`config.mk`:
```
export PLATFORM = sky130hd
export DESIGN_NAME = patch_loader
export DESIGN_NICKNAME = d
export VERILOG_FILES = /design/src/design/patch_pkg.sv /design/src/design/patch_loader.sv
export SDC_FILE = /design/constraint.sdc
export NUM_CORES = 1
export LEC_CHECK = 0
export BUFFER_PORTS_ARGS = -buffer_cell sky130_fd_sc_hd__clkbuf_2
export CORE_UTILIZATION = 40
export DETAILED_ROUTE_END_ITERATION = 10
export HOLD_SLACK_MARGIN = 0.02
export RECOVER_POWER = 50
export SKIP_CTS_REPAIR_TIMING = 1
export SLEW_MARGIN = 20
export SYNTH_ARGS = -nofsm -noshare
export SYNTH_HDL_FRONTEND = slang
export SYNTH_SLANG_ARGS = --single-unit
export TNS_END_PERCENT = 30
```
`constraint.sdc`:
```
create_clock -name clk -period 3 [get_ports clk]
set_input_delay 0.45 -clock clk [delete_from_list [all_inputs] [get_ports clk]]
set_output_delay 0.45 -clock clk [all_outputs]
set_load 0.005 [all_outputs]
```
`src/design/patch_pkg.sv`:
```
//~~~~~~~~~~~~~~~~~~~~~~~~~~~~~~~~~~~~~~~~~~~~~~~~~~~~~~~~~~~~~~~~~~~~~~~~~~
// shared types for the query patch subsystem
// pixel and patch widths, the patch union, wishbone and port-0 requests
// and the register word addresses
//~~~~~~~~~~~~~~~~~~~~~~~~~~~~~~~~~~~~~~~~~~~~~~~~~~~~~~~~~~~~~~~~~~~~~~~~~~
package patch_pkg;

  localparam int pix_w     = 11;
  localparam int patch_pix = 5;
  localparam int patch_w   = pix_w * patch_pix; // 55 bits
  localparam int addr_w    = 9;                 // 512 patches

  typedef logic [pix_w-1:0] pixel_t;

  // one stored patch, flat for the memory, per pixel for the sad
  typedef union packed {
    logic [patch_w-1:0]     flat;
    pixel_t [patch_pix-1:0] pix;  // pix[0] in the lsbs
  } patch_u;

  typedef struct packed {
    logic        cyc;
    logic        stb;
    logic        we;
    logic [3:0]  adr;   // word address
    logic [31:0] dat;
  } wb_req_t;

  typedef struct packed {
    logic              en;    // select
    logic              we;    // write enable
    logic [addr_w-1:0] addr;
    patch_u            data;
  } mem_wr_t;

  // register word addresses
  localparam logic [3:0] reg_pixel    = 4'd0;
  localparam logic [3:0] reg_wr_addr  = 4'd1;
  localparam logic [3:0] reg_ref0     = 4'd2;  // ref pixels 0..4 at 2..6
  localparam logic [3:0] reg_start    = 4'd7;
  localparam logic [3:0] reg_sad      = 4'd8;
  localparam logic [3:0] reg_rd_addr  = 4'd9;
  localparam logic [3:0] reg_patch_lo = 4'd10;
  localparam logic [3:0] reg_patch_hi = 4'd11;

endpackage
```
`src/design/patch_loader.sv`:
```
//~~~~~~~~~~~~~~~~~~~~~~~~~~~~~~~~~~~~~~~~~~~~~~~~~~~~~~~~~~~~~~~~~~~~~~~~~~
// patch loader
// packs five pixels into a patch and writes it at the write pointer
//~~~~~~~~~~~~~~~~~~~~~~~~~~~~~~~~~~~~~~~~~~~~~~~~~~~~~~~~~~~~~~~~~~~~~~~~~~
`timescale 1ns/1ns

module patch_loader #(
  parameter int depth = 512
) (
  input  logic                          clk,
  input  logic                          rst_n,
  input  logic                          pixel_wr,
  input  patch_pkg::pixel_t             pixel,
  input  logic                          set_addr,
  input  logic [patch_pkg::addr_w-1:0]  new_addr,
  output logic [patch_pkg::addr_w-1:0]  wr_ptr,
  output patch_pkg::mem_wr_t            wr
);

  logic [2:0]                     pix_idx;
  logic                           last_pix;
  patch_pkg::patch_u              shift_q;
  patch_pkg::patch_u              shift_next;
  logic                           wr_en_q;
  logic [patch_pkg::addr_w-1:0]   wr_addr_q;
  patch_pkg::patch_u              wr_data_q;

  assign last_pix = pixel_wr && pix_idx == 3'(patch_pkg::patch_pix - 1);

  // new pixel enters at the top, pixel 0 ends up in the lsbs
  assign shift_next.flat = {pixel, shift_q.flat[patch_pkg::patch_w-1:patch_pkg::pix_w]};

  always_ff @(posedge clk) begin
    if (!rst_n) begin
      pix_idx <= '0;
      wr_ptr  <= '0;
      wr_en_q <= 1'b0;
    end else begin
      wr_en_q <= last_pix;
      if (set_addr) begin
        wr_ptr  <= new_addr;
        pix_idx <= '0;
      end else if (last_pix) begin
        pix_idx <= '0;
        wr_ptr  <= (wr_ptr == patch_pkg::addr_w'(depth - 1)) ? '0 : wr_ptr + 1'b1;
      end else if (pixel_wr) begin
        pix_idx <= pix_idx + 1'b1;
      end
    end
  end

  always_ff @(posedge clk) begin
    if (pixel_wr) shift_q <= shift_next;
    if (last_pix) begin
      wr_addr_q <= wr_ptr;     // pointer before the increment
      wr_data_q <= shift_next;
    end
  end

  always_comb begin
    wr.en   = wr_en_q;
    wr.we   = wr_en_q;
    wr.addr = wr_addr_q;
    wr.data = wr_data_q;
  end

endmodule

```
==> results.toml, run 1 <==
[timing]
skew_ns = 0.00689
hold_viol_final = 0
finalSetupViolCount = 0
timing.fmax_ghz = 0.469
slew_viol_final = 0
maxSlewHeadroom_pct = 19.4
fin_crit_ns = 2.13
worstMarginPinSlew_ns = 1.21
post-route-period-util_pct = 71.0
tns_ns = 0
rsz0062_at_grt = "false"

[die]
start_util_pct = 41.0
die_y_um = 102
rows = 36
die_w_um = 102
core_area_um2 = 9730
io_pins = 99
die_area_um2 = 10400

[logic_synthesis]
ys.flop_type = "edfxtp_1"
ys_ff_latch = 121
netlist_instances = 202
synth_area_um2 = 3990
synth-compound-area-share_pct = 4.17
avgSynthCellArea_um2 = 19.7
yosys.area.top_type = "edfxtp_1"
synthTopCellsByArea = "edfxtp_1, dfxtp_1, ha_1, o21ai_0, a21oi_1"
async_flop_share_pct = 0
synth-seq-area-share_pct = 87.8
synth_xor_area_share_pct = 0.220
ys_warn_count = 0
synth_top_family_by_area = "simple AND/OR/NAND/NOR gates"
post_synth_fa_ha_maj_area_fraction_pct = 1.57
yosysTopAreaCellShare_pct = 81.3
synth_edf_count = 108
ys_types = 29
syn_nets = 231
muxShareOfSynthArea_pct = 0.251
yosys.area_share.simple_pct = 4.74

[setup_path]
r2r.worst_path.cells = 8
crit_arrival_ns = 2.49
endpoint_kind = "register"
crit_chain = "ha_1 > and3_1 > and2_1 > and3_1 > ha_1 > o21ai_0 > a21oi_1 > a21oi_1"
reg2reg_from = "wr_ptr[0]$_SDFFE_PN0P_"
critPathKind = "reg -> reg"
startpoint_type = "register"
crit_family = "adder cells"
cp_max_fo = 11
rrSetupSlack_ns = 0.87
max_stage_delay_ns = 0.45
critPathSlowestCell = "dfxtp_1"
crit_buf_inv = 0
required_ns = 3.36
r2r_end = "wr_ptr[2]$_SDFFE_PN0P_"

[hold_path]
whs_path_depth = 1
min_path_type = "in -> reg"
worstHoldEndpoint = "wr_data_q[49]$_DFFE_PP_"
hold_start = "pixel[5]"

[finish]
drive_above_1_share_pct = 37.5
syn_to_final_growth_pct = 32.7
finish.cell_count_without_fillers = 461
nets = 345
fill_cells = 806
diodes = 0

[route]
wirelength_um = 6310
firstDrtPassIters = 5
viasPerCell = 4.53
routedWlPerCell_um = 13.7
drtIter0Drc = 60
num_vias = 2090
drc_errors = 0
ant_nets = 0

[place]
place_inst = 430
numPortBuffers = 98
hpwl_um = 4040
routabilityCongestion = 0.815

[global_route]
grt_pass1_wl_um = 9520
grt_max_degree = 49
antenna_found_initial = 0
grt_usage_pct = 12.6
overflow = 0
grt_pass1_vias = 1970

[pwr]
ir_drop_mv = 0.356
p_leak_nw = 2.01
p_per_area_nw_per_um2 = 795

[outcome]
outcome = "complete, no violations"

[clocking]
htreeDepth = 4
cts.sinks = 121
insertion_delay_ns = 0.49
clk_pin_slew_worst_paths_ns = 0.06
numCtsBuffers = 17
cts_tree = "built"
clockRootBuffer = "clkbuf_8"
clock_path_buffers = 2

[flow_run]
cap_viol_max_count = 0
kinds of logic after synthesis:
logic type / Yosys count
and+or+nand+nor: 35
xor gates and xnor gates: 1
adders and majority gates: 5
muxes: 1
DFF: 121
buffers and inverters: 11
AOI/OAI and AO/OA: 28
worst max-delay path by stage:
stage	depth (start not counted)	to	slack, ns	from
after floorplan	7	wr_ptr[2]$_SDFFE_PN0P_	0.37	pix_idx[0]$_SDFFE_PP0P_
after global placement	4	wr_addr_q[7]$_DFFE_PP_	0.94	pixel_wr
after detailed placement	8	wr_ptr[2]$_SDFFE_PN0P_	0.89	wr_ptr[0]$_SDFFE_PN0P_
final	8	wr_ptr[2]$_SDFFE_PN0P_	0.87	wr_ptr[0]$_SDFFE_PN0P_
after CTS	8	wr_ptr[2]$_SDFFE_PN0P_	0.89	wr_ptr[0]$_SDFFE_PN0P_
after global routing	8	wr_ptr[2]$_SDFFE_PN0P_	0.71	wr_ptr[0]$_SDFFE_PN0P_
state kept, by name, summed over array words and instances, names as in the netlist:
signal	flops
shift_q	44
wr_ptr	9
wr_en_q	1
pix_idx	3
wr_data_q	55
wr_addr_q	9
cell usage in the layout (no fill, tap or decap), types with 2 or more instances in the layout:
master,count
nor3_1,4
dfxtp_1,13
o21ai_0,12
clkinv_4,2
nor4b_1,2
clkbuf_16,16
a21oi_1,7
edfxtp_1,108
nand3_1,5
inv_6,3
a31oi_1,3
and3_1,3
inv_1,4
clkbuf_1,11
nor2_1,8
clkbuf_2,88
clkinvlp_4,2
bufinv_16,6
nand2_1,7
and2_1,2
ha_1,5
cells in the mapped netlist (all sizes together), types with 4 or more instances:
cell	n
a21oi	7
dfxtp	13
edfxtp	108
ha	5
inv	5
nand2	7
nand3	6
nor2	8
nor3	4
o21ai	12
power by group:
part | total [mW] | leakage, nW | internal (mW) | switching (mW)
sequential | 1.93 | 1.11 | 1.90 | 0.0317
clock | 2.22 | 0.315 | 1.52 | 0.695
combinational | 0.0652 | 0.577 | 0.0261 | 0.0391
metal layers:
layer  track usage [%]  part of all wire (%)
met3              5.20                   5.0
met1              15.6                    44
met5                 0                     0
met4              6.81                  0.76
met2              19.1                    50
area by class of cell:
type                    instances  area (µm²)  share of cell area [%]
multi-input cells              70         437                    8.25
repair buffers                101         509                    9.62
inverters                       5        18.8                   0.355
clock buffers                  17         414                    7.83
clock inverters                14         244                    4.61
flip-flops and latches        121        3500                    66.2
well taps                     133         166                    3.14
per-stage QoR:
stage / hold slack [ns] / setup slack (ns) / utilization (%) / total power [mW] / instance area [µm²]
6_report: 0.158 / 0.870 / 54.4 / 4.21 / 5290
5_1_grt: 0.124 / 0.711 / 54.4 / 4.35 / 5290
4_1_cts: 0.127 / 0.886 / 54.6 / 4.25 / 5310
3_5_place_dp: 0.405 / 0.893 / 47.8 / 2.03 / 4650
3_3_place_gp: 0.400 / 0.944 / 47.8 / 2.03 / 4650
2_1_floorplan: 0.400 / 0.366 / - / 1.97 / 3990
Power figures use the tool's default switching activity.
==> inputs of run 2 (changes only) <==
ABC_AREA = 1   (was unset)
PLACE_DENSITY = 0.65   (was unset)
clock period = 1.76 ns   (was 3 ns; I/O delays follow)
==> results.toml, run 2 <==
[logic_synthesis]
netlist_instances = 221
ys_types = 21
synthTopCellsByArea = "edfxtp_1, dfxtp_1, nand2_1, inv_1, ha_1"
synth_top_family_by_area = "simple AND/OR/NAND/NOR gates"
synth.most_common_cell = "edfxtp_1"
synth_area_um2 = 4000
muxShareOfSynthArea_pct = 0
synth-compound-area-share_pct = 2.25
yosys.area_share.simple_pct = 5.66
syn_nets = 250
ys_ff_latch = 121
synth_edf_count = 108
avgSynthCellArea_um2 = 18.1
yosysTopAreaCellShare_pct = 81.1
synth.top_cells.by_count = "edfxtp_1, nand2_1, inv_1, dfxtp_1, nor2_1"
ys_warn_count = 0
synth_xor_area_share_pct = 0.438
ys.flop_type = "edfxtp_1"
yosys.area.top_type = "edfxtp_1"
async_flop_share_pct = 0
synth-seq-area-share_pct = 87.6
post_synth_fa_ha_maj_area_fraction_pct = 1.56

[outcome]
outcome = "complete, no violations"

[die]
die_area_um2 = 10400
die_y_um = 102
io_pins = 99
rows = 36
core_area_um2 = 9730
die_w_um = 102
start_util_pct = 41.1

[global_route]
grt_pass1_wl_um = 9670
grt_max_degree = 49
overflow = 0
antenna_found_initial = 0
grt_usage_pct = 13.0
grt_pass1_vias = 1991

[setup_path]
reg2reg_from = "wr_ptr[1]$_SDFFE_PN0P_"
startpoint_type = "register"
cp-endpoint = "wr_ptr[6]$_SDFFE_PN0P_"
cp-startpoint = "wr_ptr[1]$_SDFFE_PN0P_"
critPathSlowestCell = "dfxtp_2"
max_stage_delay_ns = 0.34
crit_family = "simple AND/OR/NAND/NOR gates"
endpoint_kind = "register"
critPathKind = "reg -> reg"
crit_buf_inv = 1
cp_max_fo = 5
rrSetupSlack_ns = 0.13
r2r_end = "wr_ptr[6]$_SDFFE_PN0P_"
required_ns = 2.18
r2r.worst_path.cells = 11
crit_chain = "ha_1 > nand2_1 > inv_1 > nand2_1 > nor2_1 > ha_1 > nor2_2 > nand2_1 > nand2_1 > nand2_1 > a21oi_1"
path_common_cell = "nand2_1"
crit_cells = 11
crit_arrival_ns = 2.05

[route]
viasPerCell = 4.46
routedWlPerCell_um = 13.3
ant_nets = 0
num_vias = 2223
firstDrtPassIters = 6
drc_errors = 0
wirelength_um = 6650
drtIter0Drc = 75

[timing]
fin_crit_ns = 1.63
holdWs_ns = 0.0355
skew_ns = 0.00906
fin_ws_ns = 0.133
rsz0062_at_grt = "false"
slew_viol_final = 0
finalSetupViolCount = 0
timing.fmax_ghz = 0.615
post-route-period-util_pct = 92.4
maxSlewHeadroom_pct = 19.7
worstMarginPinSlew_ns = 1.20
hold_viol_final = 0

[pwr]
p_per_area_nw_per_um2 = 1250
ir_drop_mv = 0.569
p_leak_nw = 2.09

[finish]
largest_register_ffs = 55
final_cell_mix = "edfxtp_1, clkbuf_2, nand2_1"
syn_to_final_growth_pct = 35.4
nets = 381
drive_above_1_share_pct = 36.4
reg_top3 = "wr_data_q: 55 flops, shift_q: 44 flops"
finish.cell_count_without_fillers = 498
top_register = "wr_data_q"
final_common_cell = "edfxtp_1"
finish.instance_area_um2 = 5420
fill_cells = 811
diodes = 0
final_core_util_pct = 55.7

[clocking]
clock_path_buffers = 2
cts_tree = "built"
clockRootBuffer = "clkbuf_8"
cts.sinks = 121
htreeDepth = 4
numCtsBuffers = 17
insertion_delay_ns = 0.50
clk_pin_slew_worst_paths_ns = 0.06

[place]
place_inst = 452
place_worst_setup_slack_ns = 0.109
routabilityCongestion = 0.861
hpwl_um = 4280
postPlaceCellArea_um2 = 4710
numPortBuffers = 98

[flow_run]
cap_viol_max_count = 0

[hold_path]
min_path_type = "in -> reg"
run 2: worst register-to-register path: stages (launching register included):
cell and delay, ns:
dfxtp_2 0.34, ha_1 0.19, nand2_1 0.14, inv_1 0.06, nand2_1 0.08, nor2_1 0.06
ha_1 0.21, nor2_2 0.18, nand2_1 0.07, nand2_1 0.05, nand2_1 0.06, a21oi_1 0.12
run 2: cell families (layout without fill, tap and decap cells):
logic type / after synthesis / in the layout
XOR/XNOR: 2 / 2
buffers and inverters: 23 / 167
AO/OA/AOI/OAI: 17 / 17
AND/OR/NAND/NOR: 53 / 53
flip-flops: 121 / 121
adder cells (fa/ha/maj): 5 / 5
run 2: final cells by class:
| class | count | area (µm²) | share of cell area [%] |
|---|---|---|---|
| clock buffers | 18 | 418 | 7.71 |
| clock inverters | 14 | 174 | 3.21 |
| inverters | 19 | 75.1 | 1.39 |
| multi-input cells | 77 | 424 | 7.83 |
| flip-flops and latches | 121 | 3510 | 64.7 |
| well taps | 133 | 166 | 3.07 |
| repair buffers | 116 | 653 | 12.1 |
run 2: per-layer routing:
layer  share of wire [%]  vias up  track usage (%)  wire, µm
met5                   0        -                0         0
met4                0.84        0             5.60        56
met3                 4.9        5             5.75       323
met2                  54       72             21.5      3560
met1                  41     1076             14.7      2710
li1                    -     1070                -         -
run 2: worst min path at each step:
stage	from	endpoint	cells past startpoint
after floorplan	pixel[0]	shift_q[44]$_DFFE_PP_	0
after global placement	shift_q[11]$_DFFE_PP_	wr_data_q[0]$_DFFE_PP_	0
after detailed placement	shift_q[15]$_DFFE_PP_	wr_data_q[4]$_DFFE_PP_	0
after CTS	pixel[0]	wr_data_q[44]$_DFFE_PP_	1
after global routing	new_addr[1]	wr_ptr[1]$_SDFFE_PN0P_	3
final	new_addr[0]	wr_ptr[0]$_SDFFE_PN0P_	3
run 2: power by group:
part / leakage (nW) / total (mW) / switching (mW) / internal [mW]
registers: 1.12 / 3.28 / 0.0466 / 3.23
clock network: 0.289 / 3.35 / 1.19 / 2.16
logic: 0.680 / 0.153 / 0.0861 / 0.0670
total: 2.09 / 6.78 / 1.32 / 5.46
run 2: metrics by stage:
stage / power, mW / setup TNS [ns]
final: 6.78 / 0
after global routing: 7.01 / 0
after global placement: 3.46 / 0
after detailed placement: 3.47 / 0
after floorplan: 3.37 / -11.13
after CTS: 6.83 / 0
