===== src/design/patch_pkg.sv =====
//~~~~~~~~~~~~~~~~~~~~~~~~~~~~~~~~~~~~~~~~~~~~~~~~~~~~~~~~~~~~~~~~~~~~~~~~~~
// shared types for the query patch subsystem
// pixel and patch widths, the patch union, wishbone and port-0 requests
// and the register word addresses
//~~~~~~~~~~~~~~~~~~~~~~~~~~~~~~~~~~~~~~~~~~~~~~~~~~~~~~~~~~~~~~~~~~~~~~~~~~
package patch_pkg;

  localparam int pix_w     = 11;
  localparam int patch_pix = 5;
  localparam int patch_w   = pix_w * patch_pix; // 55 bits
  localparam int addr_w    = 9;                 // 512 patches

  typedef logic [pix_w-1:0] pixel_t;

  // one stored patch, flat for the memory, per pixel for the sad
  typedef union packed {
    logic [patch_w-1:0]     flat;
    pixel_t [patch_pix-1:0] pix;  // pix[0] in the lsbs
  } patch_u;

  typedef struct packed {
    logic        cyc;
    logic        stb;
    logic        we;
    logic [3:0]  adr;   // word address
    logic [31:0] dat;
  } wb_req_t;

  typedef struct packed {
    logic              en;    // select
    logic              we;    // write enable
    logic [addr_w-1:0] addr;
    patch_u            data;
  } mem_wr_t;

  // register word addresses
  localparam logic [3:0] reg_pixel    = 4'd0;
  localparam logic [3:0] reg_wr_addr  = 4'd1;
  localparam logic [3:0] reg_ref0     = 4'd2;  // ref pixels 0..4 at 2..6
  localparam logic [3:0] reg_start    = 4'd7;
  localparam logic [3:0] reg_sad      = 4'd8;
  localparam logic [3:0] reg_rd_addr  = 4'd9;
  localparam logic [3:0] reg_patch_lo = 4'd10;
  localparam logic [3:0] reg_patch_hi = 4'd11;

endpackage

===== src/design/patch_sad.sv =====
//~~~~~~~~~~~~~~~~~~~~~~~~~~~~~~~~~~~~~~~~~~~~~~~~~~~~~~~~~~~~~~~~~~~~~~~~~~
// sum of absolute differences engine
// query patch read over memory port 1, compared against the reference
//~~~~~~~~~~~~~~~~~~~~~~~~~~~~~~~~~~~~~~~~~~~~~~~~~~~~~~~~~~~~~~~~~~~~~~~~~~
`timescale 1ns/1ns

module patch_sad (
  input  logic                          clk,
  input  logic                          rst_n,
  input  logic                          start,
  input  logic [patch_pkg::addr_w-1:0]  query_addr,
  input  patch_pkg::patch_u             ref_patch,
  output logic                          rd_en,
  output logic [patch_pkg::addr_w-1:0]  rd_addr,
  input  patch_pkg::patch_u             rd1,
  output logic                          busy,
  output logic                          done,
  output logic [31:0]                   sad
);

  // 5 x 2047 fits in 14 bits
  localparam int sum_w = patch_pkg::pix_w + 3;

  logic                                          accept;
  logic [2:0]                                    stage_v;  // read, diff, sum
  patch_pkg::pixel_t [patch_pkg::patch_pix-1:0]  diff_q;
  logic [sum_w-1:0]                              sum_d;
  logic [sum_w-1:0]                              sum_q;

  assign busy    = |stage_v;
  assign accept  = start && !busy;
  assign rd_en   = accept;
  assign rd_addr = query_addr;

  always_ff @(posedge clk) begin
    if (!rst_n) begin
      stage_v <= '0;
      done    <= 1'b0;
      sad     <= '0;
    end else begin
      stage_v <= {stage_v[1:0], accept};
      done    <= stage_v[2];
      if (stage_v[2]) sad <= 32'(sum_q);  // held until the next done
    end
  end

  always_ff @(posedge clk) begin
    if (stage_v[0]) begin
      for (int i = 0; i < patch_pkg::patch_pix; i++) begin
        diff_q[i] <= (rd1.pix[i] > ref_patch.pix[i]) ? rd1.pix[i] - ref_patch.pix[i]
                                                     : ref_patch.pix[i] - rd1.pix[i];
      end
    end
    if (stage_v[1]) sum_q <= sum_d;
  end

  always_comb begin
    sum_d = '0;
    for (int i = 0; i < patch_pkg::patch_pix; i++) begin
      sum_d = sum_d + sum_w'(diff_q[i]);
    end
  end

endmodule


===== config.mk =====
export PLATFORM = sky130hd
export DESIGN_NAME = patch_sad
export DESIGN_NICKNAME = d
export VERILOG_FILES = /design/src/design/patch_pkg.sv /design/src/design/patch_sad.sv
export SDC_FILE = /design/constraint.sdc
export NUM_CORES = 1
export LEC_CHECK = 0
export CORE_ASPECT_RATIO = 0.7
export CORE_MARGIN = 2
export CORE_UTILIZATION = 55
export DETAILED_ROUTE_END_ITERATION = 6
export DONT_BUFFER_PORTS = 1
export PLACE_DENSITY = 0.67
export SLEW_MARGIN = 40
export SYNTH_ARGS = -nofsm -noshare
export SYNTH_HDL_FRONTEND = slang
export SYNTH_SLANG_ARGS = --single-unit
export TNS_END_PERCENT = 1

===== constraint.sdc =====
create_clock -name clk -period 7.45 [get_ports clk]
set_input_delay 1.1175 -clock clk [delete_from_list [all_inputs] [get_ports clk]]
set_output_delay 1.1175 -clock clk [all_outputs]
set_load 0.02 [all_outputs]

==> results of run 1 <==
[cell type report]
class,instances,area [um^2]
multi-input cells,701,5890
clock buffers,10,229
flip-flops and latches,87,2430
well taps,231,289
repair buffers,3,22.5
clock inverters,6,67.6
inverters,223,837
fillers,1540,7200
[worst register-to-register path: cells and delay by family, from the launching register on]
family,cells,cell delay [ps]
adders and majority gates,4,1690
AOI/OAI and AO/OA,4,850
and+or+nand+nor,1,370
DFF,1,330
buffers and inverters,4,200
xor gates and xnor gates,1,90
[flip-flops by register name (all words and copies together), names as in the netlist]
| signal | cells |
|---|---|
| diff_q | 55 |
| sad | 14 |
| sum_q | 14 |
| done | 1 |
| stage_v | 3 |
[logic make-up (layout without fill, tap and decap cells)]
family          after synthesis  count (layout)  share of synthesized area
compound gates              220             220                      0.153
xor+xnor                     46              46                     0.0427
fa+ha+maj                   161             161                      0.247
buf+inv                     278             242                      0.126
flops                        87              87                      0.258
mux                          50              50                     0.0531
other cells                   1              18                   0.000398
simple gates                206             206                      0.121
[final timing paths]
| path | start | end | slack, ps | depth (start not counted) |
|---|---|---|---|---|
| worst max-delay path | diff_q[6]$_DFFE_PP_ | sum_q[12]$_DFFE_PP_ | 3670 | 14 |
| worst min-delay path | sum_q[9]$_DFFE_PP_ | sad[9]$_SDFFE_PN0P_ | 510 | 2 |
| worst min register to register | sum_q[9]$_DFFE_PP_ | sad[9]$_SDFFE_PN0P_ | 510 | 2 |
| worst max register to register | diff_q[6]$_DFFE_PP_ | sum_q[12]$_DFFE_PP_ | 3670 | 14 |
[metal layers]
metal,part of all wire,global-route usage,wire length (um)
met1,0.52,0.323,9830
met2,0.41,0.311,7650
met3,0.065,0.0429,1220
met4,0.0056,0.0336,106
met5,0,0,0
[where the power goes]
| part | internal (mW) | switching, mW |
|---|---|---|
| clock | 0.262 | 0.187 |
| combinational | 0.438 | 0.582 |
| sequential | 0.629 | 0.0191 |
[metrics by stage]
| stage | hold WS, ps | util | instance area (um^2) |
|---|---|---|---|
| CTS | 505 | 0.576 | 9770 |
| global route | 534 | 0.576 | 9770 |
| detailed placement | 495 | 0.558 | 9470 |
| floorplan | 479 | - | 9490 |
| global placement | 483 | 0.558 | 9460 |
| finish | 510 | 0.576 | 9770 |
[layout by cell type, fill, tap and decap left out, types with 22 or more instances in the layout]
cell type,n
fa_1,42
nor3_1,22
nand2_1,33
ha_1,119
a21oi_1,69
o21ai_0,40
xor2_1,26
nand2b_1,27
nor2b_1,36
inv_1,223
nor2_1,24
edfxtp_1,69
mux2i_1,50
==> flow_summary.ini, run 1 <==
[setup_path]
cp_data_required_time_ps = 7540
worstPathMaxFanout = 4
timing.setup.critical_path_class = flip-flop to flip-flop
cp_data_arrival_time_ps = 3860
crit_path_top_delay_cell = fa_1
path_delay_family = adder cells
type_of_destination_of_the_critical_path = flip-flop
critical_path.max_stage_delay_ps = 550
critPathLaunchType = flip-flop
critical-path-top-cell-by-count = inv_1
critical_path_buf_inv_count = 4
worstPathCellList = inv_1 -> fa_1 -> inv_1 -> fa_1 -> inv_1 -> fa_1 -> inv_1 -> ha_1 -> or3_1 -> a311oi_1 -> o21ai_1 -> a31o_1 -> a21oi_1 -> xnor2_1

[run_status]
status = completed

[logic_synthesis]
post_synthesis_sequential_area_ratio = 0.258
postSynth.asyncResetShare = 0
ys_top_cells_by_count = inv_1, ha_1, a21oi_1, edfxtp_1, mux2i_1
post-synth-top-area-cell = edfxtp_1
ys_types = 66
edff_count_synth = 69
synth.avg_cell_area_um2 = 8.99
ys_warn_count = 0
ys.flop_type = edfxtp_1
ys_seq_elements = 87
synthDominantCellAreaShare = 0.220
leading_post_synthesis_cells_by_cell_area = edfxtp_1, ha_1, fa_1, inv_1, mux2i_1
syn_inst = 1049
most_used_standard_cell_by_instance_count_after_synthesis = inv_1
synth.cell_area_um2 = 9430

[final_layout]
nNetsFinal = 1308
num_antenna_cells = 0
instances_no_fill = 1261
layout-area-overhead-vs-synth_pct = 3.58
drive_above_1_share = 0.0369

[global_routing]
antenna_violations_before_repair = 0
grt_first_pass_wirelength_um = 31200
grt_overflow_total = 0
grt_max_degree = 58
grt_usage = 0.210
first_global_vias = 6372

[timing]
finalCriticalPeriod_ps = 3780
tightest_slew_ps = 747
setup_viol = 0
fmax_mhz = 265
fin_skew_ps = 7.22
layout_setup_ws_ps = 3670
setup_total_negative_slack_ps = 0
hold_viol_final = 0
relSlewSlack = 0.502
period_share = 0.507
grt_setup_unrepaired = no
report.final.slew_viol_count = 0

[detailed_routing]
post_drt_wl_per_cell_um = 14.9
first_iter_violations = 445
via_per_inst = 5.28
dr_total_vias = 6663
detail_route.first_pass.iterations = 5
routed_wirelength_um = 18800
final_antenna_net_count = 0
drcViolationCount = 0

[hold_path]
hold_class = flip-flop to flip-flop

[placement]
placed_cells = 1245
detailedPlace.worstSlack_ps = 3650
port-buffer-count = 0
place_hpwl_um = 15500
gp_congestion = 0.850

[floorplan]
dieHeight_um = 114
floorplan.initialDensity = 0.556
std_cell_rows = 40
core-area_um2 = 17000
die_outline_area_um2 = 18200
die_width_um = 161
ioPinCount = 166

[clock_network]
clk_pin_slew_worst_paths_ps = 60
clock_tree.buffer_depth = 2
cts_repair_resize_count = 0
clock_sink_count = 87
cts_tree = done
post-cts-setup-buffers = 0
htree_num_levels = 3
insertion_delay_ps = 340
number_of_buffers_inserted_during_clock_tree_synthesis = 9
postCtsHoldBufs = 0
clock_tree.root_cell = clkbuf_16

[run]
drv_cap = 0

[power_and_ir_drop]
vdd.ir_drop.worst_mv = 0.170
p_total_mw = 2.12
p_leak_nw = 4.80
powerDensity_nw_per_um2 = 217
No activity file was read; power rests on OpenSTA's default activity.
==> run 2: changes to the inputs <==
--- a/config.mk
+++ b/config.mk
@@ -5,12 +5,13 @@
 export SDC_FILE = /design/constraint.sdc
 export NUM_CORES = 1
 export LEC_CHECK = 0
+export ABC_AREA = 1
 export CORE_ASPECT_RATIO = 0.7
 export CORE_MARGIN = 2
 export CORE_UTILIZATION = 55
 export DETAILED_ROUTE_END_ITERATION = 6
 export DONT_BUFFER_PORTS = 1
-export PLACE_DENSITY = 0.67
+export PLACE_DENSITY = 0.7
 export SLEW_MARGIN = 40
 export SYNTH_ARGS = -nofsm -noshare
 export SYNTH_HDL_FRONTEND = slang
==> constraint.sdc (replaced) <==
create_clock -name clk -period 3.1 [get_ports clk]
set_input_delay 0.465 -clock clk [delete_from_list [all_inputs] [get_ports clk]]
set_output_delay 0.465 -clock clk [all_outputs]
set_load 0.02 [all_outputs]
==> flow_summary.ini, run 2 <==
[logic_synthesis]
most_used_standard_cell_by_instance_count_after_synthesis = nand2_1
ys_warn_count = 0
post_synthesis_sequential_area_ratio = 0.216
postSynth.asyncResetShare = 0
ys_seq_elements = 87
ys_types = 35
ys.flop_type = edfxtp_1
edff_count_synth = 69
leading_post_synthesis_cells_by_cell_area = nand2_1, edfxtp_1, ha_1, inv_1, fa_1
synthDominantCellAreaShare = 0.185
syn_inst = 1691
post-synth-top-area-cell = nand2_1
synth.cell_area_um2 = 11300
ys_top_cells_by_count = nand2_1, inv_1, ha_1
synth.avg_cell_area_um2 = 6.66

[global_routing]
grt_max_degree = 57
antenna_violations_before_repair = 0
grt_first_pass_wirelength_um = 41400
grt_overflow_total = 0
first_global_vias = 8688
grt_usage = 0.236

[setup_path]
cp_data_arrival_time_ps = 3250
critical_path.max_stage_delay_ps = 540
type_of_destination_of_the_critical_path = flip-flop
cp_data_required_time_ps = 3190
rr_worst_depth = 11
timing.setup.critical_path_class = flip-flop to flip-flop
critPathLaunchType = flip-flop
worstPathCellList = inv_1 -> fa_1 -> inv_1 -> fa_1 -> inv_1 -> fa_1 -> buf_4 -> fa_2 -> buf_6 -> buf_4 -> xnor2_1
worstPathMaxFanout = 3
crit_path_top_delay_cell = fa_1

[timing]
finalCriticalPeriod_ps = 3160
layout_setup_ws_ps = -58.5
tightest_slew_ps = 692
report.final.slew_viol_count = 0
relSlewSlack = 0.538
fin_skew_ps = 7.57
hold_viol_final = 0
fmax_mhz = 317
grt_setup_unrepaired = yes
period_share = 1.02
setup_viol = 7

[placement]
place_hpwl_um = 21400
detailedPlace.worstSlack_ps = -177
gp_congestion = 0.948
port-buffer-count = 0

[power_and_ir_drop]
powerDensity_nw_per_um2 = 506
p_leak_nw = 6.88
p_total_mw = 6.03
vdd.ir_drop.worst_mv = 0.362

[final_layout]
top_regs = diff_q: 55 flops, sad: 14 flops, sum_q: 14 flops
largest_register_ffs = 55
nNetsFinal = 1969
num_antenna_cells = 0
layout_commonest_cell = nand2_1
layout.cells.most_common_list = nand2_1, inv_1, ha_1
utilization = 0.597
layout-area-overhead-vs-synth_pct = 5.85
drive_above_1_share = 0.0863
regMostFlops = diff_q

[clock_network]
cts_tree = done
clk_pin_slew_worst_paths_ps = 60
postCtsHoldBufs = 0
insertion_delay_ps = 340
clock_tree.buffer_depth = 2
number_of_buffers_inserted_during_clock_tree_synthesis = 9
clock_sink_count = 87
clock_tree.root_cell = clkbuf_16
htree_num_levels = 3

[floorplan]
dieHeight_um = 124
die_outline_area_um2 = 21700
die_width_um = 175
std_cell_rows = 43
ioPinCount = 166
core-area_um2 = 20000
floorplan.initialDensity = 0.564

[detailed_routing]
first_iter_violations = 733
post_drt_wl_per_cell_um = 12.8
final_antenna_net_count = 0
routed_wirelength_um = 25200
dr_total_vias = 9647
drcViolationCount = 0
detail_route.first_pass.iterations = 5
via_per_inst = 4.92

[hold_path]
hold_class = input pin to flip-flop
whs_path_depth = 2

[run]
drv_cap = 0

[run_status]
status = finished, violations left
failed_checks = negative setup slack
## run 2: cell types whose count changed in the layout (fill, tap and decap cells not counted), sizes merged, moves of 27 or more
cell    previous run  this run
nand2b            27         0
nor2b             36         0
nor2              24       112
inv              225       411
nand3             13       106
mux2i             50         0
nand2             36       578
## run 2: critical path, delay by kind of cell (launching register included)
kind | cells | cell delay [ps]
flops | 1 | 320
buf+inv | 6 | 560
xor+xnor | 1 | 110
fa+ha+maj | 4 | 1910
## run 2: stage by stage
step                      instance area (um^2)  std cells  TNS (ps)  hold slack (ps)
after floorplan                          11300       1708     -13.8              447
after global placement                   11400       1942      -601              455
after detailed placement                 11400       1942     -1040              463
after CTS                                11900       1961      -251              215
after global routing                     11900       1961     -1720              229
final                                    11900       1961      -256              225
## run 2: layer usage
| layer | track usage | vias to the layer above | part of all wire |
|---|---|---|---|
| met5 | 0 | - | 0 |
| li1 | - | 5039 | - |
| met2 | 0.350 | 327 | 0.40 |
| met3 | 0.0430 | 18 | 0.081 |
| met1 | 0.366 | 4263 | 0.51 |
| met4 | 0.0286 | 0 | 0.0064 |
## run 2: worst paths after layout
kind / startpoint / slack, ps / end
hold / removal: rst_n / 230 / stage_v[2]$_SDFF_PN0_
setup reg to reg: diff_q[2]$_DFFE_PP_ / -60 / sum_q[3]$_DFFE_PP_
hold reg to reg: sum_q[12]$_DFFE_PP_ / 470 / sad[12]$_SDFFE_PN0P_
setup / recovery: diff_q[2]$_DFFE_PP_ / -60 / sum_q[3]$_DFFE_PP_
## run 2: power by group
group,internal (mW),switching [mW],leakage (nW)
logic,1.37,1.94,5.93
registers,1.50,0.0471,0.788
clock network,0.718,0.458,0.163
total,3.58,2.45,6.88
## run 2: cell families after synthesis
logic type                 count (synthesis)  share of synthesized area
other                                      1                   0.000333
DFF                                       87                      0.216
AOI/OAI and AO/OA                         98                     0.0502
xor gates and xnor gates                  44                     0.0342
adders and majority gates                161                      0.207
and+or+nand+nor                          839                      0.324
buffers and inverters                    461                      0.169
## run 2: timing repair
action                                  CTS  global route
setup buffers                             3             0
cloned                                    0             0
resized for setup                        24             4
pin swaps                                 8             0
endpoints found under the setup margin   10            11
## run 2: cell type report
cell class              instances  area, um^2
clock buffers                   9         225
clock inverters                 7         103
fillers                      1924        8040
inverters                     411        1540
multi-input cells            1160        7150
flip-flops and latches         87        2430
well taps                     270         338
repair buffers                 17         131
==> run 3: changes to the inputs <==
--- a/config.mk
+++ b/config.mk
@@ -6,12 +6,13 @@
 export NUM_CORES = 1
 export LEC_CHECK = 0
 export ABC_AREA = 1
+export BUFFER_PORTS_ARGS = -buffer_cell sky130_fd_sc_hd__buf_2
 export CORE_ASPECT_RATIO = 0.7
 export CORE_MARGIN = 2
-export CORE_UTILIZATION = 55
+export CORE_UTILIZATION = 54
 export DETAILED_ROUTE_END_ITERATION = 6
-export DONT_BUFFER_PORTS = 1
-export PLACE_DENSITY = 0.7
+export GPL_ROUTABILITY_DRIVEN = 0
+export PLACE_DENSITY = 0.83
 export SLEW_MARGIN = 40
 export SYNTH_ARGS = -nofsm -noshare
 export SYNTH_HDL_FRONTEND = slang
==> flow_summary.ini, run 3 (same netlist as run 2, synthesis figures left out) <==
[floorplan]
core-area_um2 = 20600
die_outline_area_um2 = 22000
die_width_um = 177
dieHeight_um = 125
ioPinCount = 166
std_cell_rows = 44
floorplan.initialDensity = 0.547

[global_routing]
antenna_violations_before_repair = 0
grt_max_degree = 57
first_global_vias = 9590
grt_first_pass_wirelength_um = 43700
grt_overflow_total = 0
grt_usage = 0.241

[detailed_routing]
first_iter_violations = 880
detail_route.first_pass.iterations = 7
final_antenna_net_count = 0
via_per_inst = 5.06
dr_total_vias = 10591
routed_wirelength_um = 26600
drcViolationCount = 2
post_drt_wl_per_cell_um = 12.7

[hold_path]
hold_class = input pin to flip-flop

[clock_network]
htree_num_levels = 3
postCtsHoldBufs = 0
clock_tree.buffer_depth = 2
clock_sink_count = 87
clk_pin_slew_worst_paths_ps = 60
post-cts-setup-buffers = 0
insertion_delay_ps = 340
clock_tree.root_cell = clkbuf_16
cts_tree = done
number_of_buffers_inserted_during_clock_tree_synthesis = 9

[setup_path]
rr_worst_depth = 15
critical_path.max_stage_delay_ps = 530
total_stage_count_of_the_critical_path = 15
cp_data_required_time_ps = 3190
timing.setup.critical_path_class = flip-flop to flip-flop
critical-path-top-cell-by-count = inv_1
worstPathMaxFanout = 4
critPathLaunchType = flip-flop
crit_startpoint = diff_q[4]$_DFFE_PP_
path_delay_family = adder cells
r2r-end = sum_q[12]$_DFFE_PP_
regToRegStartpoint = diff_q[4]$_DFFE_PP_
worst-r2r-setup-slack_ps = -200
critical_path_buf_inv_count = 4
worstSetupEndpoint = sum_q[12]$_DFFE_PP_
cp_data_arrival_time_ps = 3390
worstPathCellList = inv_1 -> fa_1 -> inv_1 -> fa_1 -> inv_1 -> fa_1 -> inv_1 -> ha_1 -> nand2_1 -> nor2_2 -> nand2_1 -> nand2_2 -> nand2_2 -> nand3_1 -> nand2_1
type_of_destination_of_the_critical_path = flip-flop
crit_path_top_delay_cell = fa_1

[final_layout]
layout_commonest_cell = nand2_1
layout-area-overhead-vs-synth_pct = 11.2
drive_above_1_share = 0.149
top_regs = diff_q: 55 flops, sad: 14 flops, sum_q: 14 flops
regMostFlops = diff_q
layout.cells.most_common_list = nand2_1, inv_1, buf_2
largest_register_ffs = 55
nNetsFinal = 2095

[timing]
setup_total_negative_slack_ps = -1170
relSlewSlack = 0.532
hold_viol_final = 0
setup_viol = 10
finalCriticalPeriod_ps = 3300
fin_worst_hold_slack_ps = 372
fmax_mhz = 303
fin_skew_ps = 7.31
grt_setup_unrepaired = yes
report.final.slew_viol_count = 0
layout_setup_ws_ps = -200
period_share = 1.06
tightest_slew_ps = 702

[placement]
place_hpwl_um = 22100
port-buffer-count = 129

[power_and_ir_drop]
vdd.ir_drop.worst_mv = 0.438
p_leak_nw = 7.41
powerDensity_nw_per_um2 = 498
p_total_mw = 6.23

[run_status]
status = finished, violations left
failed_checks = design-rule violations, negative setup slack

[run]
drv_cap = 0
-- run 3: changes by cell type in the layout (fill, tap and decap cells not counted), sizes merged --
| cell | change |
|---|---|
| buf | +126 |
| inv | -4 |
| clkinv | +2 |
| bufinv | +1 |
| clkbuf | +1 |
| diode | +1 |
-- run 3: repair_timing --
item                       CTS  global route
pin swaps                    4            13
setup endpoints to repair   10            11
hold endpoints to repair     0             0
gates resized for setup     13            17
-- run 3: cell type report --
type / count / area [um^2]
flip-flops and latches: 87 / 2430
inverters: 411 / 1540
repair buffers: 143 / 751
clock inverters: 6 / 109
well taps: 276 / 345
fillers: 1883 / 8060
multi-input cells: 1160 / 7110
clock buffers: 10 / 229
diodes: 1 / 2.50
-- run 3: worst min-delay path by stage --
stage	start	to	slack [ps]	cells past startpoint
floorplan	sum_q[0]$_DFFE_PP_	sad[0]$_SDFFE_PN0P_	450	2
global placement	sum_q[2]$_DFFE_PP_	sad[2]$_SDFFE_PN0P_	450	2
detailed placement	sum_q[3]$_DFFE_PP_	sad[3]$_SDFFE_PN0P_	460	2
CTS	start	stage_v[0]$_SDFF_PN0_	370	3
global route	start	stage_v[0]$_SDFF_PN0_	400	3
finish	start	stage_v[0]$_SDFF_PN0_	370	3
-- run 3: worst min-delay path, stage by stage --
cell and delay (ps):
buf_2 100, inv_1 60, nor3b_1 50
-- run 3: stage by stage --
stage	area, um^2	setup slack, ps	utilization	std cells
after floorplan	11300	-13.8	-	1708
after global placement	12100	-74.8	0.586	2077
after detailed placement	12100	-236	0.586	2077
after CTS	12500	-97.9	0.606	2093
after global routing	12500	-318	0.608	2093
final	12500	-200	0.608	2094
-- run 3: routing by layer --
layer  track usage  wire [um]
met5             0          0
met1         0.353      12400
met4        0.0588        493
met2         0.369      11400
met3        0.0379       2330
-- run 3: power breakdown --
| group | internal (mW) | switching [mW] |
|---|---|---|
| combinational | 1.38 | 2.11 |
| clock | 0.785 | 0.423 |
| sequential | 1.50 | 0.0369 |
| total | 3.67 | 2.57 |
