--- src/design/patch_pkg.sv ---
//~~~~~~~~~~~~~~~~~~~~~~~~~~~~~~~~~~~~~~~~~~~~~~~~~~~~~~~~~~~~~~~~~~~~~~~~~~
// shared types for the query patch subsystem
// pixel and patch widths, the patch union, wishbone and port-0 requests
// and the register word addresses
//~~~~~~~~~~~~~~~~~~~~~~~~~~~~~~~~~~~~~~~~~~~~~~~~~~~~~~~~~~~~~~~~~~~~~~~~~~
package patch_pkg;

  localparam int pix_w     = 11;
  localparam int patch_pix = 5;
  localparam int patch_w   = pix_w * patch_pix; // 55 bits
  localparam int addr_w    = 9;                 // 512 patches

  typedef logic [pix_w-1:0] pixel_t;

  // one stored patch, flat for the memory, per pixel for the sad
  typedef union packed {
    logic [patch_w-1:0]     flat;
    pixel_t [patch_pix-1:0] pix;  // pix[0] in the lsbs
  } patch_u;

  typedef struct packed {
    logic        cyc;
    logic        stb;
    logic        we;
    logic [3:0]  adr;   // word address
    logic [31:0] dat;
  } wb_req_t;

  typedef struct packed {
    logic              en;    // select
    logic              we;    // write enable
    logic [addr_w-1:0] addr;
    patch_u            data;
  } mem_wr_t;

  // register word addresses
  localparam logic [3:0] reg_pixel    = 4'd0;
  localparam logic [3:0] reg_wr_addr  = 4'd1;
  localparam logic [3:0] reg_ref0     = 4'd2;  // ref pixels 0..4 at 2..6
  localparam logic [3:0] reg_start    = 4'd7;
  localparam logic [3:0] reg_sad      = 4'd8;
  localparam logic [3:0] reg_rd_addr  = 4'd9;
  localparam logic [3:0] reg_patch_lo = 4'd10;
  localparam logic [3:0] reg_patch_hi = 4'd11;

endpackage
--- src/design/wb_query_regs.sv ---
//~~~~~~~~~~~~~~~~~~~~~~~~~~~~~~~~~~~~~~~~~~~~~~~~~~~~~~~~~~~~~~~~~~~~~~~~~~
// wishbone classic slave for the query unit
// register decode, reference patch, patch readback and sad start
//~~~~~~~~~~~~~~~~~~~~~~~~~~~~~~~~~~~~~~~~~~~~~~~~~~~~~~~~~~~~~~~~~~~~~~~~~~
`timescale 1ns/1ns

module wb_query_regs (
  input  logic                          clk,
  input  logic                          rst_n,
  input  patch_pkg::wb_req_t            wb,
  output logic [31:0]                   wb_dat_o,
  output logic                          wb_ack,
  output logic                          pixel_wr,
  output patch_pkg::pixel_t             pixel,
  output logic                          set_addr,
  output logic [patch_pkg::addr_w-1:0]  new_addr,
  input  logic [patch_pkg::addr_w-1:0]  wr_ptr,
  output patch_pkg::mem_wr_t            rd_req,
  input  patch_pkg::patch_u             rd0,
  output patch_pkg::patch_u             ref_patch,
  output logic                          start,
  output logic [patch_pkg::addr_w-1:0]  query_addr,
  input  logic                          busy,
  input  logic [31:0]                   sad
);

  logic                          req;       // request not yet answered
  logic                          wr_stb;
  logic                          is_patch;
  logic                          rb_pend;   // waiting on memory port 0
  logic                          ack_next;
  logic [patch_pkg::addr_w-1:0]  rd_addr_q;
  logic [31:0]                   rd_mux;

  assign req      = wb.cyc && wb.stb && !wb_ack && !rb_pend;
  assign wr_stb   = req && wb.we;
  assign is_patch = !wb.we &&
                    (wb.adr == patch_pkg::reg_patch_lo || wb.adr == patch_pkg::reg_patch_hi);
  assign ack_next = (req && !is_patch) || rb_pend;

  // port-0 read goes out in the first bus cycle
  always_comb begin
    rd_req      = '0;
    rd_req.en   = req && is_patch;
    rd_req.addr = rd_addr_q;
  end

  always_comb begin
    rd_mux = '0;
    case (wb.adr)
      patch_pkg::reg_wr_addr:  rd_mux[patch_pkg::addr_w-1:0] = wr_ptr;
      patch_pkg::reg_start:    rd_mux[0] = busy;
      patch_pkg::reg_sad:      rd_mux = sad;
      patch_pkg::reg_rd_addr:  rd_mux[patch_pkg::addr_w-1:0] = rd_addr_q;
      patch_pkg::reg_patch_lo: rd_mux = rd0.flat[31:0];
      patch_pkg::reg_patch_hi: rd_mux[patch_pkg::patch_w-33:0] = rd0.flat[patch_pkg::patch_w-1:32];
      default: ;
    endcase
    for (int i = 0; i < patch_pkg::patch_pix; i++) begin
      if (wb.adr == patch_pkg::reg_ref0 + 4'(i)) rd_mux[patch_pkg::pix_w-1:0] = ref_patch.pix[i];
    end
  end

  always_ff @(posedge clk) begin
    if (!rst_n) begin
      wb_ack    <= 1'b0;
      rb_pend   <= 1'b0;
      pixel_wr  <= 1'b0;
      set_addr  <= 1'b0;
      start     <= 1'b0;
      rd_addr_q <= '0;
      ref_patch <= '0;
    end else begin
      wb_ack   <= ack_next;
      rb_pend  <= req && is_patch;
      pixel_wr <= wr_stb && wb.adr == patch_pkg::reg_pixel;
      set_addr <= wr_stb && wb.adr == patch_pkg::reg_wr_addr;
      start    <= wr_stb && wb.adr == patch_pkg::reg_start;   // sad drops it when busy
      if (wr_stb && wb.adr == patch_pkg::reg_rd_addr) rd_addr_q <= wb.dat[patch_pkg::addr_w-1:0];
      for (int i = 0; i < patch_pkg::patch_pix; i++) begin
        if (wr_stb && wb.adr == patch_pkg::reg_ref0 + 4'(i)) begin
          ref_patch.pix[i] <= wb.dat[patch_pkg::pix_w-1:0];  // upper bits dropped
        end
      end
    end
  end

  always_ff @(posedge clk) begin
    if (wr_stb) begin
      pixel      <= wb.dat[patch_pkg::pix_w-1:0];
      new_addr   <= wb.dat[patch_pkg::addr_w-1:0];
      query_addr <= wb.dat[patch_pkg::addr_w-1:0];
    end
    if (ack_next) wb_dat_o <= rd_mux;
  end

endmodule

--- config.mk ---
export PLATFORM = sky130hd
export DESIGN_NAME = wb_query_regs
export DESIGN_NICKNAME = d
export VERILOG_FILES = /design/src/design/patch_pkg.sv /design/src/design/wb_query_regs.sv
export SDC_FILE = /design/constraint.sdc
export NUM_CORES = 1
export LEC_CHECK = 0
export BUFFER_PORTS_ARGS = -buffer_cell sky130_fd_sc_hd__buf_2
export CAP_MARGIN = 30
export CORE_MARGIN = 2
export CORE_UTILIZATION = 41
export CTS_CLUSTER_DIAMETER = 40
export DETAILED_ROUTE_END_ITERATION = 7
export PLACE_DENSITY = 0.88
export SLEW_MARGIN = 15
export SYNTH_ARGS = -nofsm -noshare
export SYNTH_HDL_FRONTEND = slang
export SYNTH_SLANG_ARGS = --single-unit
--- constraint.sdc ---
create_clock -name clk -period 1.8 [get_ports clk]
set_input_delay 0.18 -clock clk [delete_from_list [all_inputs] [get_ports clk]]
set_output_delay 0.18 -clock clk [all_outputs]
set_load 0.05 [all_outputs]
==> out/summary.txt, run 1 <==
Status: completed
CTS tree: built
Largest family of logic cells by synthesized area: simple AND/OR/NAND/NOR gates
Post-synthesis mux area share: 0.134
Row count: 44
Top_reg_cell synth: dfxtp_1
Seq pwr share: 0.469
GP Congestion: 0.846
Detailed Routing Iterations Pass 1: 4
Filler cells: 1288
Clock slew at reported path FFs: 0.07 ns
Multi-input logic area: 2640 um^2
Crit end category: primary output
RSZ-0062 raised after global routing: false
Static Leak: 0.00358 uW
CTS Buf Count: 9
Worst IR drop on VDD: 514 uV
Clock Latency Late Sink: 0.36 ns
GRT Overall Usage: 0.219
Complex-gate fraction of the synthesized area: 0.126
Internal: 4010 uW
Maximum number of pins on one net before global-route repair: 40
Routed via count: 5045
Die width: 125 um
Vias in the first global route: 4849
Fraction of registers with async set/reset: 0
Layout cells sized above 1: 0.375
Die area: 15500 um^2
Via density: 5.00
Crit Path Category: reg2out
WL per Instance: 17.5 um
H-tree depth: 3
Setup violators final: 0
IO Port Bufs: 246
Period utilization: 0.946
Post-synth EDFFs: 43
Initial Util: 0.415
Sw Share: 0.301
Reg2Reg Depth: 5
Max stage delay cell, worst path: and4bb_2
Post-CTS Setup Bufs: 0
DRT antenna net count: 0
Storage element area: 2670 um^2
Fin crit period: 1.70 ns
Max stage delay on crit path: 0.34 ns
Gr ovfl total: 0
Hold Path Class: in2reg
DRT iter0 DRCs: 263
First-pass GRT wire length: 26.6 mm
Core outline area: 14400 um^2
CTS Sinks: 112
Final Hold Fails: 0
Startpoint Class: register
Sw Pwr: 1730 uW
Syn-to-layout area delta: 23.2%
Slew Viols, Final: 0
Post-synth cell types: 53
Net count, final: 957
Power Density: 781 nW/um^2
Syn_area_per_cell: 9.98 um^2
DRC viols: 0
Setup TNS: 0 ns
Largest fanout on the critical path: 4
Post-DP HPWL: 13.6 mm
Crit path top cell by count: buf_4
Power Total: 5740 uW
Final wirelength: 17.6 mm
Clock skew: 0.00549 ns
Crit path DAT: 1.52 ns
Max cap viols: 0
Gate power share: 0.192
Fmax: 0.587 GHz
Cell count after synthesis: 598
CTS max path bufs: 2
Critical Path RT: 1.62 ns
Clock power share: 0.340
Sequential area share after synthesis: 0.448
Hold path depth: 1
Synth Area in XOR/XNOR: 0
Syn. warnings: 0
Simple-gate portion of the synthesized area: 0.147
#FFs+latches synth: 112
Die Height: 125 um
Initial antenna violation count: 2
I/O pin count: 324
CTS root buf: clkbuf_16
Netlist Area Pre-Place: 5970 um^2
Worst-path cell chain: and4bb_2, buf_4, nor2b_2, buf_4
Synth Area in Adders: 0
==> cell usage in the layout (no fill, tap or decap), drive strengths merged, types with 4 or more instances in the layout <==
master | netlist | layout
a211oi | 4 | 4
a21oi | 22 | 22
a221oi | 4 | 4
a2bb2oi | 9 | 9
a31oi | 5 | 5
buf | 109 | 274
clkbuf | 11 | 12
conb | 1 | 56
dfxtp | 69 | 69
edfxtp | 43 | 43
inv | 5 | 7
mux2i | 65 | 65
mux4 | 5 | 5
nand2 | 51 | 51
nand2b | 10 | 10
nand3 | 34 | 34
nand3b | 7 | 7
nor2 | 44 | 44
nor2b | 5 | 5
nor3 | 8 | 8
nor3b | 4 | 4
o21ai | 39 | 39
o21bai | 4 | 4
o32a | 4 | 4
o32ai | 4 | 4
==> area by class of cell <==
cell class | count | share of cell area
Sequential cell | 112 | 0.364
Multi-Input combinational cell | 415 | 0.359
Timing Repair Buffer | 275 | 0.203
Clock buffer | 12 | 0.0351
Tap cell | 184 | 0.0313
Inverter | 6 | 0.00375
Clock inverter | 4 | 0.00324
Antenna cell | 1 | 0.000341
==> flip-flops by register name, summed over array words and instances (netlist names) <==
signal and count:
start 1, wb_ack 1, pixel 11, wb_dat_o 32, set_addr 1, rd_addr_q 9
ref_patch 55, rb_pend 1, pixel_wr 1
==> routing by layer <==
layer	global-route usage	routed length [um]	up-vias
li1	-	-	2445
met1	0.265	7150	2352
met2	0.362	8480	216
met3	0.0726	1590	30
met4	0.0872	374	2
met5	0	12	-
==> worst max-delay path, delay by kind of cell (launching register included) <==
kind                   cells  cell delay, ns
AND/OR/NAND/NOR            2            0.48
buffers and inverters      2            0.37
flip-flops                 1            0.32
==> through the flow <==
step                std cells  utilization  setup slack [ns]  cell area (um^2)  hold slack [ns]
floorplan                 653            -             0.105              6180            0.279
global placement          991        0.491             0.162              7050            0.374
detailed placement        991        0.491             0.142              7050            0.374
CTS                      1008        0.511           0.00729              7340          0.00179
global route             1009        0.511            0.0310              7350          0.00464
finish                   1009        0.511            0.0963              7350           0.0133
==> kinds of logic after synthesis <==
| group | after synthesis |
|---|---|
| AOI/OAI and AO/OA | 113 |
| buffers and inverters | 126 |
| DFF | 112 |
| muxes | 73 |
| other | 1 |
| and+or+nand+nor | 173 |
==> cells in the mapped netlist (7+ instances only) <==
cell type | count | area share
nand3b_1 | 7 | 0.0088
nand2_1 | 50 | 0.031
dfxtp_1 | 69 | 0.23
a21oi_1 | 22 | 0.018
nor2_1 | 43 | 0.027
mux2i_1 | 65 | 0.11
buf_2 | 16 | 0.013
nand3_1 | 31 | 0.026
buf_6 | 8 | 0.015
buf_4 | 78 | 0.098
nand2b_1 | 10 | 0.010
a2bb2oi_1 | 9 | 0.013
clkbuf_1 | 10 | 0.0063
edfxtp_1 | 43 | 0.22
nor3_1 | 8 | 0.0067
o21ai_0 | 25 | 0.021
o21ai_1 | 14 | 0.012
==> power by group through the flow <==
stage | Sequential [uW] | Clock [uW] | Combinational (uW)
finish | 2690 | 1950 | 1100
global route | 2700 | 2080 | 1170
CTS | 2690 | 1990 | 1100
detailed placement | 2750 | 0 | 1100
global placement | 2750 | 0 | 1090
floorplan | 2890 | 0 | 766
==> repair_timing <==
item / CTS / global route
resized for setup: 0 / 2
endpoints found under the setup margin: 0 / 1
hold endpoints to repair: 1 / 0
hold buffers: 1 / 0
==> path summary, 6_finish.rpt <==
| check | endpoint | startpoint | slack [ns] |
|---|---|---|---|
| worst max-delay path | rd_req[65] | wb_ack | 0.1 |
| worst max register to register | ref_patch[1] | wb_ack | 0.29 |
| worst min register to register | ref_patch[13] | ref_patch[13] | 0.47 |
| worst min-delay path | pixel[9] | wb[9] | 0.01 |
Power figures use the tool's default switching activity.
==> run 2: changes to the inputs <==
==> constraint.sdc (replaced) <==
create_clock -name clk -period 1.8 [get_ports clk]
set_input_delay 0.09 -clock clk [delete_from_list [all_inputs] [get_ports clk]]
set_output_delay 0.09 -clock clk [all_outputs]
set_load 0.05 [all_outputs]
==> out/summary.txt, run 2 (same netlist as run 1, synthesis figures left out) <==
DRT iter0 DRCs: 282
WL per Instance: 17.8 um
Period utilization: 0.943
Clock Latency Late Sink: 0.36 ns
Seq pwr share: 0.450
Layout cells sized above 1: 0.371
Startpoint Class: register
Max reg flops: 55
Crit end category: primary output
GRT Overall Usage: 0.224
Net count, final: 963
Die width: 125 um
CTS root buf: clkbuf_16
Worst Tran Pin Value: 0.740 ns
Sw Share: 0.300
Static Leak: 0.00363 uW
CTS tree: built
Maximum number of pins on one net before global-route repair: 34
CTS Sinks: 112
Sw Pwr: 1790 uW
Syn-to-layout area delta: 25.3%
IO Port Bufs: 246
Power Density: 800 nW/um^2
Clock skew: 0.00798 ns
Die Height: 125 um
Fmax: 0.589 GHz
Core outline area: 14400 um^2
Worst IR drop on VDD: 440 uV
Most common cell after layout, fill and taps aside: buf_2
H-tree depth: 3
Gr ovfl total: 0
Worst setup margin: 0.103 ns
Status: completed
Via density: 5.11
Initial antenna violation count: 4
Post-DP HPWL: 13.8 mm
DRT antenna net count: 0
Largest registers: ref_patch (55), wb_dat_o (32), pixel (11)
Largest fanout on the critical path: 4
Clock power share: 0.363
Final wirelength: 18.1 mm
Clock slew at reported path FFs: 0.08 ns
Final Hold Fails: 0
Critical Path RT: 1.71 ns
I/O pin count: 324
Initial Util: 0.415
Crit path DAT: 1.61 ns
Row count: 44
Die area: 15500 um^2
Crit Path Category: reg2out
Hold Path Class: in2reg
Setup TNS: 0 ns
Most frequent cells in the layout: 245 x buf_2, 69 x dfxtp_1, 65 x mux2i_1
DRC viols: 0
Fin crit period: 1.70 ns
Internal: 4180 uW
Vias in the first global route: 4926
Routed via count: 5191
Slew Viols, Final: 0
Gate power share: 0.186
GP Congestion: 0.881
Most flop-heavy register: ref_patch
Pre-CTS setup slack: 0.176 ns
Setup violators final: 0
First-pass GRT wire length: 27.4 mm
CTS Buf Count: 9
RSZ-0062 raised after global routing: false
Power Total: 5970 uW
Relative slew slack: 0.507
Max cap viols: 0
CTS max path bufs: 2
Detailed Routing Iterations Pass 1: 5
run 2: cell types whose count changed in the layout (fill, tap and decap cells not counted), sizes merged:
| cell | previous run | this run |
|---|---|---|
| buf | 274 | 270 |
| bufinv | 0 | 1 |
| clkbuf | 12 | 10 |
| clkinv | 3 | 4 |
| diode | 1 | 2 |
| dlygate4sd3 | 1 | 11 |
run 2: final cells by class:
class | count | area, um^2
clock buffers | 10 | 250
repair buffers | 281 | 1570
fillers | 1302 | 6900
well taps | 184 | 230
diodes | 2 | 5.00
inverters | 6 | 27.5
flip-flops and latches | 112 | 2670
multi-input cells | 415 | 2640
clock inverters | 6 | 72.6
run 2: critical path, cell delays in order, from the launching register on:
cell	delay [ns]
dfxtp_1	0.32
and4bb_2	0.34
buf_4	0.16
nor2b_2	0.15
buf_2	0.28
run 2: worst paths after layout:
path / from / endpoint / slack [ns] / depth (start not counted)
worst max-delay path: wb_ack / rd_req[65] / 0.10 / 4
worst min-delay path: rd0[44] / wb_dat_o[12] / 0.05 / 3
worst max register to register: wb_ack / ref_patch[18] / 0.20 / 5
worst min register to register: ref_patch[13] / ref_patch[13] / 0.47 / 2
run 2: power by group through the flow:
| stage | logic, uW | clock network (uW) | registers, uW |
|---|---|---|---|
| 6_report | 1110 | 2170 | 2690 |
| 3_5_place_dp | 1090 | 0 | 2750 |
| 2_1_floorplan | 766 | 0 | 2890 |
| 4_1_cts | 1110 | 2180 | 2690 |
| 5_1_grt | 1180 | 2280 | 2700 |
| 3_3_place_gp | 1080 | 0 | 2750 |
run 2: timing repair:
action / CTS / global route
hold buffers: 11 / 0
gates resized for setup: 0 / 0
setup buffers: 0 / 0
endpoints found under the hold margin: 11 / 0
run 2: through the flow:
step           cell area (um^2)  instances  utilization  hold slack, ns
6_report                   7470       1016        0.520          0.0495
5_1_grt                    7470       1015        0.520          0.0566
4_1_cts                    7470       1014        0.520          0.0510
3_5_place_dp               7030        987        0.490           0.285
3_3_place_gp               7030        987        0.490           0.284
2_1_floorplan              6180        653            -           0.189
run 2: metal layers:
metal  wire length, um  track usage
met3              1630       0.0808
met4               439       0.0654
met5                27            0
met2              8720        0.379
met1              7260        0.268
==> run 3: changes to the inputs <==
--- a/config.mk
+++ b/config.mk
@@ -7,11 +7,12 @@
 export LEC_CHECK = 0
 export BUFFER_PORTS_ARGS = -buffer_cell sky130_fd_sc_hd__buf_2
 export CAP_MARGIN = 30
+export CORE_ASPECT_RATIO = 1.25
 export CORE_MARGIN = 2
-export CORE_UTILIZATION = 41
+export CORE_UTILIZATION = 38
 export CTS_CLUSTER_DIAMETER = 40
 export DETAILED_ROUTE_END_ITERATION = 7
-export PLACE_DENSITY = 0.88
+export PLACE_DENSITY = 0.84
 export SLEW_MARGIN = 15
 export SYNTH_ARGS = -nofsm -noshare
 export SYNTH_HDL_FRONTEND = slang
==> out/summary.txt, run 3 (same netlist as run 1, synthesis figures left out) <==
Filler cells: 1507
Max cap viols: 0
Clock skew: 0.0113 ns
Clock Latency Late Sink: 0.36 ns
CTS Buf Count: 9
Placed instance area: 7070 um^2
Worst setup margin: 0.0749 ns
Maximum number of pins on one net before global-route repair: 37
DRT iter0 DRCs: 346
Seq pwr share: 0.465
CTS Sinks: 112
Net count, final: 967
Final wirelength: 19.5 mm
Hold buffers post-CTS: 11
WL per Instance: 18.6 um
Syn-to-layout area delta: 25.3%
Gate power share: 0.195
Period utilization: 0.958
GP Congestion: 0.906
Max stage delay cell, worst path: and4bb_2
Post-CTS Resized: 0
Worst Tran Pin Value: 0.648 ns
Static Leak: 0.00362 uW
Worst hold path startpoint: rd0[53]
Fin crit period: 1.73 ns
Slew Viols, Final: 0
Reg-to-reg startpoint: wb_ack
Startpoint Class: register
Most frequent cells in the layout: 245 x buf_2, 69 x dfxtp_1, 65 x mux2i_1
Pre-CTS setup slack: 0.153 ns
Final Hold Fails: 0
CTS root buf: clkbuf_16
H-tree depth: 3
Crit-path leading delay family: simple AND/OR/NAND/NOR gates
Layout Utilization: 0.484
Status: completed
Sw Pwr: 1760 uW
I/O pin count: 324
Worst Setup SP: wb_ack
Setup TNS: 0 ns
Row count: 51
Post-CTS Setup Bufs: 0
CTS tree: built
Hold Path Class: in2reg
Largest registers: ref_patch (55), wb_dat_o (32), pixel (11)
Final instance area: 7470 um^2
Core outline area: 15400 um^2
Relative slew slack: 0.568
Crit end category: primary output
Detailed Routing Iterations Pass 1: 7
Crit Path Category: reg2out
RSZ-0062 raised after global routing: false
Power Density: 774 nW/um^2
Layout cells sized above 1: 0.372
Vias in the first global route: 4751
Worst IR drop on VDD: 415 uV
Setup violators final: 0
DRC viols: 0
CP Buf/Inv Count: 2
Clock power share: 0.340
CTS max path bufs: 2
DRT antenna net count: 0
Worst-path cell chain: and4bb_2, buf_4, nor2b_2, buf_2
Max stage delay on crit path: 0.35 ns
Internal: 4020 uW
Critical Path RT: 1.71 ns
Clock slew at reported path FFs: 0.08 ns
Max reg flops: 55
Post-DP HPWL: 15.2 mm
Initial Util: 0.386
Fmax: 0.580 GHz
GRT Overall Usage: 0.224
Die area: 16700 um^2
Crit path DAT: 1.64 ns
Initial antenna violation count: 1
IO Port Bufs: 246
Routed via count: 5152
Sw Share: 0.304
Die width: 116 um
Most common cell after layout, fill and taps aside: buf_2
First-pass GRT wire length: 27.4 mm
Largest fanout on the critical path: 4
Die Height: 144 um
Gr ovfl total: 0
Via density: 4.92
Most flop-heavy register: ref_patch
Hold slack: 0.0376 ns
## run 3: cell types whose count changed in the layout (fill, tap and decap cells not counted)
| cell | delta |
|---|---|
| clkbuf_1 | +2 |
| clkinv_4 | -2 |
| clkinv_2 | +1 |
| buf_12 | -2 |
| buf_4 | +6 |
| inv_4 | +1 |
| bufinv_16 | -1 |
| inv_8 | -1 |
## run 3: cell type report
type	instances	area, um^2	share of cell area
Inverter	6	27.5	0.00368
Antenna cell	2	5.00	0.000670
Timing Repair Buffer	285	1580	0.211
Multi-Input combinational cell	415	2640	0.353
Clock inverter	4	25.0	0.00335
Sequential cell	112	2670	0.358
Tap cell	212	265	0.0355
Clock buffer	12	258	0.0345
## run 3: path summary, 6_finish.rpt
path | depth (start not counted) | slack [ns] | to
min reg2reg | 2 | 0.47 | ref_patch[12]
max | 4 | 0.07 | rd_req[65]
max reg2reg | 6 | 0.31 | ref_patch[24]
min | 3 | 0.04 | wb_dat_o[21]
## run 3: per-layer routing
metal / up-vias / wire length (um) / global-route usage
li1: 2465 / - / -
met1: 2435 / 7340 / 0.252
met2: 231 / 10300 / 0.410
met3: 21 / 1520 / 0.0570
met4: 0 / 375 / 0.0733
met5: - / 0 / 0
## run 3: through the flow
| step | instances | total power, uW |
|---|---|---|
| final | 1048 | 5780 |
| after global routing | 1047 | 5980 |
| after CTS | 1046 | 5820 |
| after detailed placement | 1019 | 3850 |
| after global placement | 1019 | 3840 |
| after floorplan | 653 | 3660 |
## run 3: tightest hold or removal path: stages
cell and delay [ns]:
buf_2 0.08, a21oi_1 0.05, nor2_1 0.07
## run 3: power groups by stage
stage / combinational (uW) / sequential (uW) / clock, uW
2_1_floorplan: 766 / 2890 / 0
3_3_place_gp: 1090 / 2750 / 0
3_5_place_dp: 1100 / 2750 / 0
4_1_cts: 1120 / 2690 / 2000
5_1_grt: 1190 / 2700 / 2090
6_report: 1130 / 2690 / 1970
